File: config.mk
export PLATFORM = sky130hd
export DESIGN_NAME = histTop
export DESIGN_NICKNAME = d
export VERILOG_FILES = /design/src/logic/histPkg.sv /design/src/logic/histTop.sv /design/src/logic/peakApbRegs.sv /design/src/logic/peakScanner.sv /design/src/logic/histAccumulator.sv /design/src/logic/histRam.sv
export SDC_FILE = /design/constraint.sdc
export NUM_CORES = 1
export LEC_CHECK = 0
export ABC_AREA = 1
export BUFFER_PORTS_ARGS = -buffer_cell sky130_fd_sc_hd__buf_4
export CAP_MARGIN = 0
export CORE_MARGIN = 2
export CORE_UTILIZATION = 58
export CTS_BUF_LIST = sky130_fd_sc_hd__clkbuf_4
export DETAILED_ROUTE_END_ITERATION = 6
export PLACE_DENSITY = 0.78
export REMOVE_ABC_BUFFERS = 1
export SLEW_MARGIN = 0
export SYNTH_ARGS = -nofsm -noshare
export SYNTH_HDL_FRONTEND = slang
export SYNTH_SLANG_ARGS = --single-unit
File: constraint.sdc
create_clock -name clk -period 4.52 [get_ports clk]
set_input_delay 0.452 -clock clk [delete_from_list [all_inputs] [get_ports clk]]
set_output_delay 0.452 -clock clk [all_outputs]
set_load 0.05 [all_outputs]
File: src/logic/histPkg.sv
package histPkg;

    // frame geometry
    localparam int pixelNum = 4;
    localparam int acqNum = 8;
    localparam int tsWidth = 4;
    // one bin per time-stamp code
    localparam int binNum = 1 << tsWidth;
    localparam int countWidth = 8;

    // derived index widths
    localparam int pixelWidth = $clog2(pixelNum);
    localparam int roundWidth = $clog2(acqNum);
    // pixel sits above bin in the memory address
    localparam int addrWidth = pixelWidth + tsWidth;
    localparam int frameWidth = 16;

    // host bus
    localparam int apbAddrWidth = 8;
    localparam int apbDataWidth = 32;

    // byte address map, peak p at regPeakBase + 4*p
    localparam logic [apbAddrWidth-1:0] regStatusAddr = 8'h00;
    localparam logic [apbAddrWidth-1:0] regPeakBase = 8'h04;

    typedef logic [tsWidth-1:0] timeStamp_t;
    typedef logic [countWidth-1:0] binCount_t;
    typedef logic [pixelWidth-1:0] pixelIdx_t;
    typedef logic [addrWidth-1:0] binAddr_t;
    typedef logic [frameWidth-1:0] frameCount_t;

    // one write request into the bin memory
    typedef struct packed {
        binAddr_t addr;
        binCount_t data;
        logic en;
    } ramWrite_t;

    // one scanner result per pixel
    typedef struct packed {
        pixelIdx_t pixel;
        timeStamp_t peakBin;
        binCount_t peakCount;
    } peakResult_t;

    typedef struct packed {
        logic [apbAddrWidth-1:0] paddr;
        logic psel;
        logic penable;
        logic pwrite;
        logic [apbDataWidth-1:0] pwdata;
    } apbReq_t;

    typedef struct packed {
        logic [apbDataWidth-1:0] prdata;
        logic pready;
        logic pslverr;
    } apbRsp_t;

endpackage
File: src/logic/histTop.sv
`timescale 1ns/1ps

module histTop import histPkg::*; (
    input  logic       clk,
    input  logic       rst,
    input  logic       dataValid,
    input  timeStamp_t data,
    output logic       wrEn,
    input  apbReq_t    apbIn,
    output apbRsp_t    apbOut
);

    // accumulator side of the memory
    logic accRdEn;
    binAddr_t accRaddr;
    ramWrite_t accWr;

    // scanner side of the memory
    logic scanRdEn;
    binAddr_t scanRaddr;
    ramWrite_t scanWr;

    // shared memory ports
    logic ramRdEn;
    binAddr_t ramRaddr;
    ramWrite_t ramWr;
    binCount_t ramRdata;

    logic busy;
    logic frameReady;
    peakResult_t result;
    logic resultValid;
    logic frameDone;

    // scanner owns both ports while busy
    assign ramRdEn = busy ? scanRdEn : accRdEn;
    assign ramRaddr = busy ? scanRaddr : accRaddr;
    assign ramWr = busy ? scanWr : accWr;

    histRam uRam (
        .clk   (clk),
        .wr    (ramWr),
        .rdEn  (ramRdEn),
        .raddr (ramRaddr),
        .rdata (ramRdata)
    );

    histAccumulator uAcc (
        .clk        (clk),
        .rst        (rst),
        .dataValid  (dataValid),
        .data       (data),
        .wrEn       (wrEn),
        .busy       (busy),
        .rdEn       (accRdEn),
        .raddr      (accRaddr),
        .rdata      (ramRdata),
        .wr         (accWr),
        .frameReady (frameReady)
    );

    peakScanner uScan (
        .clk         (clk),
        .rst         (rst),
        .frameReady  (frameReady),
        .busy        (busy),
        .rdEn        (scanRdEn),
        .raddr       (scanRaddr),
        .rdata       (ramRdata),
        .wr          (scanWr),
        .result      (result),
        .resultValid (resultValid),
        .frameDone   (frameDone)
    );

    peakApbRegs uRegs (
        .clk         (clk),
        .rst         (rst),
        .apbIn       (apbIn),
        .apbOut      (apbOut),
        .result      (result),
        .resultValid (resultValid),
        .frameDone   (frameDone),
        .busy        (busy)
    );

endmodule

File: src/logic/peakApbRegs.sv
`timescale 1ns/1ps

module peakApbRegs import histPkg::*; (
    input  logic        clk,
    input  logic        rst,
    input  apbReq_t     apbIn,
    output apbRsp_t     apbOut,
    input  peakResult_t result,
    input  logic        resultValid,
    input  logic        frameDone,
    input  logic        busy
);

    // per-pixel peak store
    timeStamp_t peakBin [pixelNum];
    binCount_t peakCount [pixelNum];

    frameCount_t frameCount;

    logic access;
    logic isStatus;
    logic isPeak;
    logic [apbAddrWidth-1:0] offset;
    pixelIdx_t peakSel;
    logic [apbDataWidth-1:0] readData;

    always_ff @(posedge clk) begin
        if (resultValid) begin
            peakBin[result.pixel] <= result.peakBin;
            peakCount[result.pixel] <= result.peakCount;
        end
    end

    // completed frames
    always_ff @(posedge clk) begin
        if (rst) begin
            frameCount <= '0;
        end else if (frameDone) begin
            frameCount <= frameCount + 1'b1;
        end
    end

    // address decode
    assign access = apbIn.psel && apbIn.penable;
    assign offset = apbIn.paddr - regPeakBase;
    // word index into the peak block
    assign peakSel = offset[pixelWidth+1:2];
    assign isStatus = (apbIn.paddr == regStatusAddr);
    assign isPeak = (apbIn.paddr >= regPeakBase)
                 && (offset < apbAddrWidth'(4 * pixelNum))
                 && (offset[1:0] == 2'b00);

    // read mux
    always_comb begin
        readData = '0;
        if (isStatus) begin
            readData[frameWidth-1:0] = frameCount;
            readData[frameWidth] = busy;
        end else if (isPeak) begin
            // bin in the low nibble, count in the second byte
            readData[tsWidth-1:0] = peakBin[peakSel];
            readData[8 +: countWidth] = peakCount[peakSel];
        end
    end

    // zero wait states, read-only map
    always_comb begin
        apbOut.prdata = readData;
        apbOut.pready = 1'b1;
        apbOut.pslverr = access && (apbIn.pwrite || !(isStatus || isPeak));
    end

endmodule

File: src/logic/peakScanner.sv
`timescale 1ns/1ps

module peakScanner import histPkg::*; (
    input  logic        clk,
    input  logic        rst,
    input  logic        frameReady,
    output logic        busy,
    output logic        rdEn,
    output binAddr_t    raddr,
    input  binCount_t   rdata,
    output ramWrite_t   wr,
    output peakResult_t result,
    output logic        resultValid,
    output logic        frameDone
);

    typedef enum logic [1:0] {
        stIdle,
        stScan,
        stDrain
    } scanState_t;

    scanState_t state;

    // set by reset, one silent pass that zeroes the memory
    logic clearPass;

    pixelIdx_t pixel;
    timeStamp_t bin;
    // second drain cycle
    logic drainLast;

    // read issued last cycle, its data is on rdata now
    logic cmpValid;
    binAddr_t cmpAddr;
    timeStamp_t cmpBin;

    // running maximum of the current pixel
    timeStamp_t maxBin;
    binCount_t maxCount;

    logic lastPixel;
    logic lastBin;

    assign lastPixel = (pixel == pixelIdx_t'(pixelNum - 1));
    assign lastBin = (bin == timeStamp_t'(binNum - 1));
    assign cmpBin = cmpAddr[tsWidth-1:0];

    assign busy = (state != stIdle) || clearPass;

    // one bin per scan cycle
    assign rdEn = (state == stScan);
    assign raddr = {pixel, bin};

    // zero written behind each read
    always_comb begin
        wr.addr = cmpAddr;
        wr.data = '0;
        wr.en = cmpValid;
    end

    always_ff @(posedge clk) begin
        if (rst) begin
            state <= stIdle;
            clearPass <= 1'b1;
            pixel <= '0;
            bin <= '0;
            drainLast <= 1'b0;
            cmpValid <= 1'b0;
            resultValid <= 1'b0;
            frameDone <= 1'b0;
        end else begin
            resultValid <= 1'b0;
            frameDone <= 1'b0;
            cmpValid <= (state == stScan);
            case (state)
                stIdle: begin
                    if (frameReady || clearPass) begin
                        pixel <= '0;
                        bin <= '0;
                        state <= stScan;
                    end
                end
                stScan: begin
                    bin <= bin + 1'b1;
                    if (lastBin) begin
                        drainLast <= 1'b0;
                        state <= stDrain;
                    end
                end
                stDrain: begin
                    drainLast <= 1'b1;
                    // last compare landed on the previous edge
                    if (drainLast) begin
                        resultValid <= !clearPass;
                        bin <= '0;
                        if (lastPixel) begin
                            frameDone <= !clearPass;
                            clearPass <= 1'b0;
                            state <= stIdle;
                        end else begin
                            pixel <= pixel + 1'b1;
                            state <= stScan;
                        end
                    end
                end
                default: begin
                    state <= stIdle;
                end
            endcase
        end
    end

    // bin 0 restarts the maximum, strictly greater keeps the lowest bin on a tie
    always_ff @(posedge clk) begin
        cmpAddr <= {pixel, bin};
        if (cmpValid && ((cmpBin == '0) || (rdata > maxCount))) begin
            maxCount <= rdata;
            maxBin <= cmpBin;
        end
        if ((state == stDrain) && drainLast) begin
            result.pixel <= pixel;
            result.peakBin <= maxBin;
            result.peakCount <= maxCount;
        end
    end

endmodule

File: src/logic/histAccumulator.sv
`timescale 1ns/1ps

module histAccumulator import histPkg::*; (
    input  logic       clk,
    input  logic       rst,
    input  logic       dataValid,
    input  timeStamp_t data,
    output logic       wrEn,
    input  logic       busy,
    output logic       rdEn,
    output binAddr_t   raddr,
    input  binCount_t  rdata,
    output ramWrite_t  wr,
    output logic       frameReady
);

    typedef enum logic [1:0] {
        stAccept,
        stDrain,
        stWaitScan
    } accState_t;

    accState_t state;

    // position of the next sample within the frame
    pixelIdx_t pixel;
    logic [roundWidth-1:0] round;

    logic accept;
    logic lastPixel;
    logic lastSample;

    // stage 1 holds the read, stage 2 the write back
    logic s1Valid;
    binAddr_t s1Addr;
    logic s2Valid;
    binAddr_t s2Addr;

    // source is held while draining, waiting, or while the scanner owns the memory
    assign wrEn = (state == stAccept) && !busy;
    assign accept = dataValid && wrEn;

    assign lastPixel = (pixel == pixelIdx_t'(pixelNum - 1));
    // last pixel of the last round closes the frame
    assign lastSample = lastPixel && (round == roundWidth'(acqNum - 1));

    // frame bookkeeping
    always_ff @(posedge clk) begin
        if (rst) begin
            state <= stAccept;
            pixel <= '0;
            round <= '0;
            frameReady <= 1'b0;
        end else begin
            frameReady <= 1'b0;
            case (state)
                stAccept: begin
                    if (accept) begin
                        if (lastPixel) begin
                            pixel <= '0;
                            if (lastSample) begin
                                round <= '0;
                                // wrEn drops on this edge
                                state <= stDrain;
                            end else begin
                                round <= round + 1'b1;
                            end
                        end else begin
                            pixel <= pixel + 1'b1;
                        end
                    end
                end
                stDrain: begin
                    // stage 1 empty, last write lands on this edge
                    if (!s1Valid) begin
                        frameReady <= 1'b1;
                        state <= stWaitScan;
                    end
                end
                stWaitScan: begin
                    // busy only rises one cycle after the frameReady pulse
                    if (!busy && !frameReady) begin
                        state <= stAccept;
                    end
                end
                default: begin
                    state <= stAccept;
                end
            endcase
        end
    end

    // pipeline valids
    always_ff @(posedge clk) begin
        if (rst) begin
            s1Valid <= 1'b0;
            s2Valid <= 1'b0;
        end else begin
            s1Valid <= accept;
            s2Valid <= s1Valid;
        end
    end

    // address travels alongside the read
    always_ff @(posedge clk) begin
        if (accept) begin
            s1Addr <= {pixel, data};
        end
        s2Addr <= s1Addr;
    end

    // bin read in the cycle after acceptance
    assign rdEn = s1Valid;
    assign raddr = s1Addr;

    // incremented count written one cycle after the read
    // no overflow, a frame adds at most acqNum to a bin
    always_comb begin
        wr.addr = s2Addr;
        wr.data = rdata + binCount_t'(1);
        wr.en = s2Valid;
    end

endmodule

File: src/logic/histRam.sv
`timescale 1ns/1ps

module histRam import histPkg::*; (
    input  logic      clk,
    input  ramWrite_t wr,
    input  logic      rdEn,
    input  binAddr_t  raddr,
    output binCount_t rdata
);

    // one count per bin of every pixel
    localparam int depth = binNum * pixelNum;

    binCount_t mem [depth];

    // write port
    // accumulator and scanner never aim read and write at one bin in one cycle
    always_ff @(posedge clk) begin
        if (wr.en) begin
            mem[wr.addr] <= wr.data;
        end
    end

    // read port, data one cycle after the address
    // holds its last value while rdEn is low
    always_ff @(posedge clk) begin
        if (rdEn) begin
            rdata <= mem[raddr];
        end
    end

endmodule

Yosys cells after proc, flatten, opt, wreduce, memory -nomap -nowiden
Memory sizes are Yosys's and may differ from the RTL's. A register that Yosys moved wholly into a read port is not among the register bits.
Index checks and enable logic that the tools add are counted.
- $add $sub $neg: 7
- order comparisons: 3
- equality and inequality tests: 17
- mux-type cells: 36
- bitwise operators: 4
- reduce and logical (&&, ||, !) cells: 39
- operator list (operator ; number):
    2-bit two-way mux ; 12
    4-bit two-way mux ; 5
    16-bit by 1-bit adder with 16-bit output, second input constant ; 1
    8-bit two-way mux ; 2
    15-bit two-way mux ; 1
    2-bit by 1-bit inequality test with 1-bit output, second input constant ; 7
    2-bit one-hot mux with 3 select lines ; 2
    4-bit one-hot mux with 3 select lines ; 1
    3-bit AND reduction ; 4
    1-bit logical AND ; 10
    1-bit two-way mux ; 9
    8-bit by 1-bit adder with 8-bit output, second input constant ; 1
    2-bit == test, second input constant ; 4
    8-bit by 3-bit greater-or-equal comparator with 1-bit output, second input constant ; 1
    8-bit > comparator ; 1
    8-bit logical NOT ; 1
    8-bit by 5-bit less-than comparator with 1-bit output, second input constant ; 1
    8-bit by 3-bit subtractor with 8-bit output, second input constant ; 1
    2-bit logical NOT ; 3
    6-bit two-way mux ; 1
    2-bit nonzero test ; 3
    1-bit logical OR ; 5
    5-bit AND reduction ; 1
    2-bit by 1-bit adder with 2-bit output, second input constant ; 2
    18 further kinds ; 27
- register bits: 83
- bits in writable memories: 560
- input port bits: 50
- output and inout port bits: 35
- logic and storage cells: 132
- memories kept: 3
- memory list (memory ; words ; bits a word ; rd ports ; clocked after memory_dff ; wr ports ; RTL line ; text):
    uRam.mem ; 64 ; 8 ; 1 ; 1 ; 1 ; histRam.sv:14 ; binCount_t mem [depth];
    uRegs.peakCount ; 4 ; 8 ; 1 ; 0 ; 1 ; peakApbRegs.sv:16 ; binCount_t peakCount [pixelNum];
    uRegs.peakBin ; 4 ; 4 ; 1 ; 0 ; 1 ; peakApbRegs.sv:15 ; timeStamp_t peakBin [pixelNum];

Depth between registers and ports, before layout
Gate-level depths: netlist of the first run.
- depth after elaboration: 8
- gate-level depth with buffers: 13
- mapped depth without buffers: 12

Cells and area by module
A second synthesis of the first run with hierarchy kept.
- cell total of the unflattened synthesis: 2474
- area total of the unflattened synthesis: 27496.4 um^2
- by module, submodules not included (module ; times used ; cells an instance ; area an instance (um^2) ; sequential area each (um^2)):
    histRam ; 1 ; 1805 ; 21419.3 ; 15615.0
    peakApbRegs ; 1 ; 341 ; 3084.2 ; 1761.7
    peakScanner ; 1 ; 157 ; 1788.0 ; 1161.1
    histAccumulator ; 1 ; 100 ; 915.9 ; 500.5
    histTop ; 1 ; 71 ; 289.0 ; 0.0

Least setup slack after synthesis of the first run
No wires, ideal clock.
- path kind: reg2reg
- start: register uScan.state[1]
- end: memory uRam.mem[0][5] (netlist name), data pin
- setup time: 0.681 ns
- arrival time: 3.552 ns
- required time: 3.839 ns
- setup slack: 0.288 ns
- cell stages (with the launch flop): 7
- buffers on the path: 3
- period minus slack after synthesis: 4.232 ns
- cell sequence: dfxtp_1 > nor2_4 > nand2_4 > buf_12 > buf_8 > buf_4 > nor3_1
- RTL lines (what ; RTL line ; text):
    start: declaration ; peakScanner.sv:23 ; scanState_t state;
    start signal: assignment ; peakScanner.sv:64 ; state <= stIdle;
    start signal: assignment ; peakScanner.sv:81 ; state <= stScan;
    start signal: assignment ; peakScanner.sv:88 ; state <= stDrain;
    end: declaration ; histRam.sv:14 ;

Worst setup path in the final report of the first run
- start: register uScan.state[1]
- end: memory uRam.mem[41][7] (netlist name), enable pin
- word-level cells in the longest chain between the ends: 5
- RTL lines (what ; RTL line ; text):
    2-bit nonzero test (*) ; peakScanner.sv:49 ; assign busy = (state != stIdle) || clearPass;
    1-bit logical OR (*) ; peakScanner.sv:49 ;
    15-bit two-way mux (*) ; histTop.sv:38 ; assign ramWr = busy ? scanWr : accWr;
    1-bit two-way mux ; histRam.sv:19 ; if (wr.en) begin
    1-bit two-way mux (not written as such) ; histRam.sv:20 ; mem[wr.addr] <= wr.data;
Mark *: on every way between the ends. The rest lies on a longest branch, timed or not.

==> results of run 1 <==
-- metal layers --
metal  vias up  wire, µm
met1      9402     25230
met4         2      3048
li1       9517         -
met5         -        10
met2      1077     31840
met3       205      6748
-- layout by cell type (no fill, tap or decap), types with 2 or more instances in the layout --
cell type,n
edfxtp_1,600
nand3_1,564
inv_1,562
nand2_1,557
clkbuf_4,242
nor2_1,143
buf_4,64
dfxtp_1,51
o21ai_0,43
a21oi_1,24
clkinv_1,22
nor3_1,21
ha_1,17
conb_1,16
o32ai_1,12
inv_2,11
nor3_2,10
bufinv_16,8
dlygate4sd3_1,6
o21ai_4,5
o21ai_2,5
nand4_1,5
buf_12,5
nor2_4,4
nand2_2,4
xor2_1,4
clkinv_2,4
diode_2,3
o21a_1,3
nand2_8,3
nand2_4,2
nand3_2,2
nor3b_1,2
a21oi_4,2
or2_2,2
o21ai_1,2
nor4_1,2
clkinv_4,2
-- flip-flops by register name, indices dropped and copies added, names as in the netlist, 2 cells and up --
register / count
uAcc.s2Addr: 6
uScan.state: 2
uScan.bin: 4
uRegs.peakCount: 32
uScan.maxBin: 4
uScan.cmpAddr: 6
uAcc.raddr: 6
uScan.result: 14
uRam.mem: 512
uScan.maxCount: 8
uRam.rdata: 8
uAcc.state: 2
uRegs.frameCount: 16
uAcc.pixel: 2
uRegs.peakBin: 16
uScan.pixel: 2
uAcc.round: 3
-- per-stage QoR --
step / instances / utilization
floorplan: 2686 / -
global placement: 3419 / 0.6033
detailed placement: 3419 / 0.6033
CTS: 3705 / 0.6492
global route: 3708 / 0.6493
finish: 3708 / 0.6493
-- synthesized netlist by cell type, types with 2 or more instances --
cell / instances / area, µm²
edfxtp_1: 600 / 18020
nand3_1: 565 / 2828
inv_1: 562 / 2110
nand2_1: 558 / 2095
nor2_1: 146 / 548.0
buf_2: 76 / 380.4
dfxtp_1: 51 / 1021
o21ai_0: 43 / 215.2
buf_4: 32 / 240.2
clkbuf_1: 27 / 101.4
a21oi_1: 26 / 130.1
nor3_1: 24 / 120.1
ha_1: 17 / 212.7
o32ai_1: 12 / 105.1
inv_2: 7 / 26.28
nor3_2: 7 / 70.07
nand2_2: 6 / 37.54
o21ai_2: 6 / 52.55
nand4_1: 5 / 31.28
xor2_1: 4 / 35.03
buf_1: 3 / 11.26
o21a_1: 3 / 22.52
o21ai_1: 3 / 15.01
o21ai_4: 3 / 48.80
clkinv_1: 2 / 7.510
conb_1: 2 / 7.510
nand2_4: 2 / 22.52
nor3b_1: 2 / 15.01
nor4_1: 2 / 12.51
or2_2: 2 / 12.51
-- area by class of cell --
cell class              count  share of cell area
flip-flops and latches    651              0.5990
multi-input cells        1464              0.2184
inverters                 571             0.06743
clock buffers             242             0.05716
well taps                 664             0.02614
repair buffers             75             0.02015
clock inverters            38             0.01157
diodes                      3           0.0002362
-- report_power, final --
group | internal, µW | leakage, µW | switching (µW) | total (µW)
logic | 146 | 0.00794 | 397 | 543
registers | 6510 | 0.00483 | 19.0 | 6530
clock network | 2890 | 0.00130 | 2310 | 5200
-- logic make-up (layout without fill, tap and decap cells) --
| kind of cell | Yosys count | after routing |
|---|---|---|
| simple gates | 1324 | 1324 |
| buf+inv | 711 | 926 |
| flops | 651 | 651 |
| compound gates | 102 | 102 |
| fa+ha+maj | 17 | 17 |
| xor+xnor | 4 | 4 |
| other cells | 2 | 19 |
| mux | 1 | 1 |
-- final timing paths --
| kind | startpoint | endpoint |
|---|---|---|
| setup / recovery | uScan.state[1] | uRam.mem[41][7] |
| hold / removal | data[0] | uAcc.raddr[0] |
| setup reg to reg | uScan.state[1] | uRam.mem[41][7] |
| hold reg to reg | uAcc.raddr[3] | uAcc.s2Addr[3] |
-- worst max-delay path, delay by kind of cell (launching register included) --
kind            cells  cell delay, ps
compound gates      1             100
buf+inv             2             410
flops               1             470
simple gates        6            2210
-- what timing repair did --
item,4_1_cts,5_1_grt
endpoints found under the hold margin,28,0
resized for setup,0,0
setup buffers,0,0
hold buffers,6,0
==> flow_summary.toml, run 1 <==
[floorplan]
die_h_um = 226.5
die_area_um2 = 51300
chipWidth_um = 226.5
start_util = 0.5865
core_region_area_um2 = 48950
io_pins = 85
rows = 81

[finish]
multi_input_area_um2 = 6940
seq_area_um2 = 19040
fillCellCount = 3611
finalNetCount = 2996
area_growth_pct = 10.71
drive_gt1_frac = 0.1243
stdcell_area_um2 = 31790

[clock_tree]
clockRootBuffer = "clkbuf_4"
h-tree-depth = 4
cts_tree = "built"
clock-sinks = 651
path_clk_slew_ps = 70
clk_path_buf_depth = 3
clock_latency_ps = 1010
cts_inserted_buffers = 166

[grt]
use_met2 = 0.4327
grt_use_met3 = 0.07192
grt_max_degree = 129
grt_use_met1 = 0.3274
grt_pass1_wl_um = 103600
grt_usage = 0.2682
grt_pass1_vias = 19900
antenna_found_initial = 3
grt_overflow = 0
top_usage_layer = "met2"

[outcome]
violations = "DRC"
status = "finished with violations"

[power]
total_power_uw = 12270
vdd_drop_max_uv = 248.8
p_per_area_nw_per_um2 = 386.1
leakage_uw = 0.01407

[synthesis]
netlist_area_um2 = 28710
synthFlopType = "edfxtp_1"
synthArstFlopShare = 0
synth_mux_area_frac = 0.0007845
synth_edf_count = 600
ys_types = 44
synth_top_family_by_area = "simple AND/OR/NAND/NOR gates"
synth_xor_area_frac = 0.001220
netlist_instances = 2812
ys_ff_latch = 651
synth_compound_area_frac = 0.02231
yosys_warnings = 0
ys_seq_area_frac = 0.6631
synth_area_per_cell_um2 = 10.21
synthAdderAreaFrac = 0.007409
synthSimpleGateAreaFrac = 0.2035

[sta]
setup_viol = 0
hold_viol = 0
maxSlewViolCount = 0
skew_ps = 59.67
hold_slack_ps = 224.2
fmax_ghz = 0.2770
finalSetupTns_ps = 0
slew_headroom = 0.1651
rsz0062_at_grt = "false"
period_share = 0.7987
final.setup.worst_slack_ps = 909.7
finalCriticalPeriod_ps = 3610
worstMarginPinSlew_ps = 1246

[routing]
drc = 2
firstDrtPassIters = 7
wl_per_cell_um = 18.04
viasPerCell = 5.448
ant_nets = 0
wirelength_um = 66880
vias = 20200
first_iter_violations = 2172

[setup_path]
crit_slowest_cell = "nor2_1"
cpPeakStageDelay_ps = 820
cp-start-kind = "flip-flop"
crit_type = "flip-flop to flip-flop"
cp.required_ps = 5120
path_max_fanout = 35
reg2reg_depth = 9
r2r_setup_slack_ps = 910
crit_path_end_kind = "flip-flop"
crit_chain = "nor2_4, nand2_4, inv_1, or2_2, o21ai_2, inv_1, nor2_1, nand2_1, nor2_1"
worstPathArrival_ps = 4210

[placement]
place_ws_ps = 999.1
port_buffers = 36
place_area_um2 = 29530
dp.final_hpwl_um = 39280
gp_congestion = 0.9530

[worst_hold_path]
whs_path_depth = 2
hp-class = "primary input to flip-flop"

[run]
max_cap_viol_count = 0
Power figures use the tool's default switching activity.
==> run 2: changes to the inputs <==
- CORE_UTILIZATION: 58 -> 65
- PLACE_DENSITY: 0.78 -> 0.83
- clock period: 4.52 -> 3.6 ns (I/O delays scaled with it)
==> run 2 against run 1 <==
  * Final cell count decreased by 0.92%
  * The run now ends clean
  * Sequential power increased by 26%
  * First-iteration DRC count increased by 7.6%
  * Utilization increased by 7.7 points
  * Worst setup slack got worse by 540 ps
  * Largest power group unchanged
  * Global-route usage increased by 2.9 points
  * Design area increased by 0.45%
  * Maximum frequency increased by 12%
  * Critical path depth decreased by 1
  * Clock power increased by 17%
==> flow_summary.toml, run 2 (synthesis results as in run 1) <==
[finish]
multi_input_area_um2 = 6932
drive_gt1_frac = 0.1302
seq_area_um2 = 19040
mostFrequentLayoutCells = "edfxtp_1, nand3_1, inv_1, nand2_1, clkbuf_4"
largest_reg_flops = 512
fin_util = 0.7268
area_growth_pct = 11.21
fillCellCount = 2863
regMostFlops = "uRam.mem"
top_regs = "uRam.mem: 512 flops, uRegs.peakCount: 32 flops"
finalNetCount = 3030
layout_commonest_cell = "edfxtp_1"

[sta]
slew_headroom = 0.2210
maxSlewViolCount = 0
setup_viol = 0
period_share = 0.8984
hold_slack_ps = 165.6
fmax_ghz = 0.3092
worstMarginPinSlew_ps = 1164
finalCriticalPeriod_ps = 3234
rsz0062_at_grt = "false"
hold_viol = 0
skew_ps = 88.16

[setup_path]
crit_chain = "nor2_4, nand2_4, buf_4, o21ai_2, inv_2, nor3_2, nand2_1, nor2_1"
crit_start = "uScan.state[1]"
worstPathArrival_ps = 3800
crit_type = "flip-flop to flip-flop"
crit_slowest_cell = "nor2_1"
cpPeakStageDelay_ps = 690
path_max_fanout = 26
cp-start-kind = "flip-flop"
cp.required_ps = 4170
r2r_start = "uScan.state[1]"
crit_path_end_kind = "flip-flop"

[routing]
ant_nets = 0
vias = 20780
drc = 0
firstDrtPassIters = 6
first_iter_violations = 2336
wirelength_um = 67690
wl_per_cell_um = 18.42
viasPerCell = 5.655

[power]
leakage_uw = 0.01422
vdd_drop_max_uv = 334.0
p_per_area_nw_per_um2 = 469.4

[clock_tree]
clock-sinks = 651
clock_latency_ps = 1020
clk_path_buf_depth = 3
clockRootBuffer = "clkbuf_4"
cts_setup_buffers = 0
ctsResizeCount = 0
h-tree-depth = 4
cts_inserted_buffers = 159
cts_tree = "built"
path_clk_slew_ps = 70
ctsHoldBuffers = 7

[placement]
dp.final_hpwl_um = 40360
port_buffers = 36
gp_congestion = 0.9057

[floorplan]
die_area_um2 = 45870
core_region_area_um2 = 43930
start_util = 0.6535
io_pins = 85
chipWidth_um = 214.2
rows = 77
die_h_um = 214.2

[grt]
grt_pass1_vias = 20550
grt_usage = 0.2973
antenna_found_initial = 2
grt_overflow = 0
grt_pass1_wl_um = 104600
grt_max_degree = 68

[worst_hold_path]
hold_start = "data[0]"
hp-class = "primary input to flip-flop"

[run]
max_cap_viol_count = 0

[outcome]
status = "finished, final reports clean"
==> run 2: cell count changes in the layout (fill, tap and decap cells not counted) <==
cell,previous run,this run
clkinv_1,22,36
clkinvlp_4,0,2
clkbuf_4,242,231
nand2_4,2,3
inv_2,11,8
buf_12,5,12
bufinv_16,8,4
buf_4,64,97
dlygate4sd3_1,6,7
nand2_8,3,2
clkinv_4,2,1
==> run 2: cell type report <==
class | instances | area share
Sequential cell | 651 | 0.5963
Multi-Input combinational cell | 1464 | 0.2171
Inverter | 571 | 0.06713
Clock buffer | 231 | 0.05431
Timing Repair Buffer | 116 | 0.03252
Tap cell | 592 | 0.02320
Clock inverter | 46 | 0.009248
Antenna cell | 3 | 0.0002351
==> run 2: layer usage <==
layer  vias to the layer above  routed length [µm]  global-route usage
met5                         -                   0                   0
met4                         0                3053              0.1667
met3                       244                6741             0.06667
met2                      1231               33370              0.4949
met1                      9721               24530              0.3622
li1                       9581                   -                   -
==> run 2: power by group <==
group	switching, µW	internal [µW]
combinational	496	195
clock	2880	3220
sequential	26.4	8170
total	3400	11600
==> run 2: stage by stage <==
stage	total power, µW	area [µm²]	setup WS (ps)	TNS, ps	cells
global placement	9004	29820	480.4	0	3387
CTS	15050	31920	440.2	0	3671
floorplan	8793	27990	-2264	-93130	2686
global route	15480	31930	242.2	0	3674
finish	14990	31930	365.6	0	3674
detailed placement	9024	29820	448.2	0	3387
==> run 2: worst paths after layout <==
check                           to  slack, ps  cells after the start
setup / recovery   uRam.mem[52][2]        370                      8
hold reg to reg   uScan.cmpAddr[1]        390                      0
setup reg to reg   uRam.mem[52][2]        370                      8
hold / removal       uAcc.raddr[0]        170                      2
==> run 2: critical path, delay by kind of cell, from the launching register on <==
family | cells | cell delay [ps]
compound gates | 1 | 300
buf+inv | 2 | 430
flops | 1 | 370
simple gates | 5 | 1710
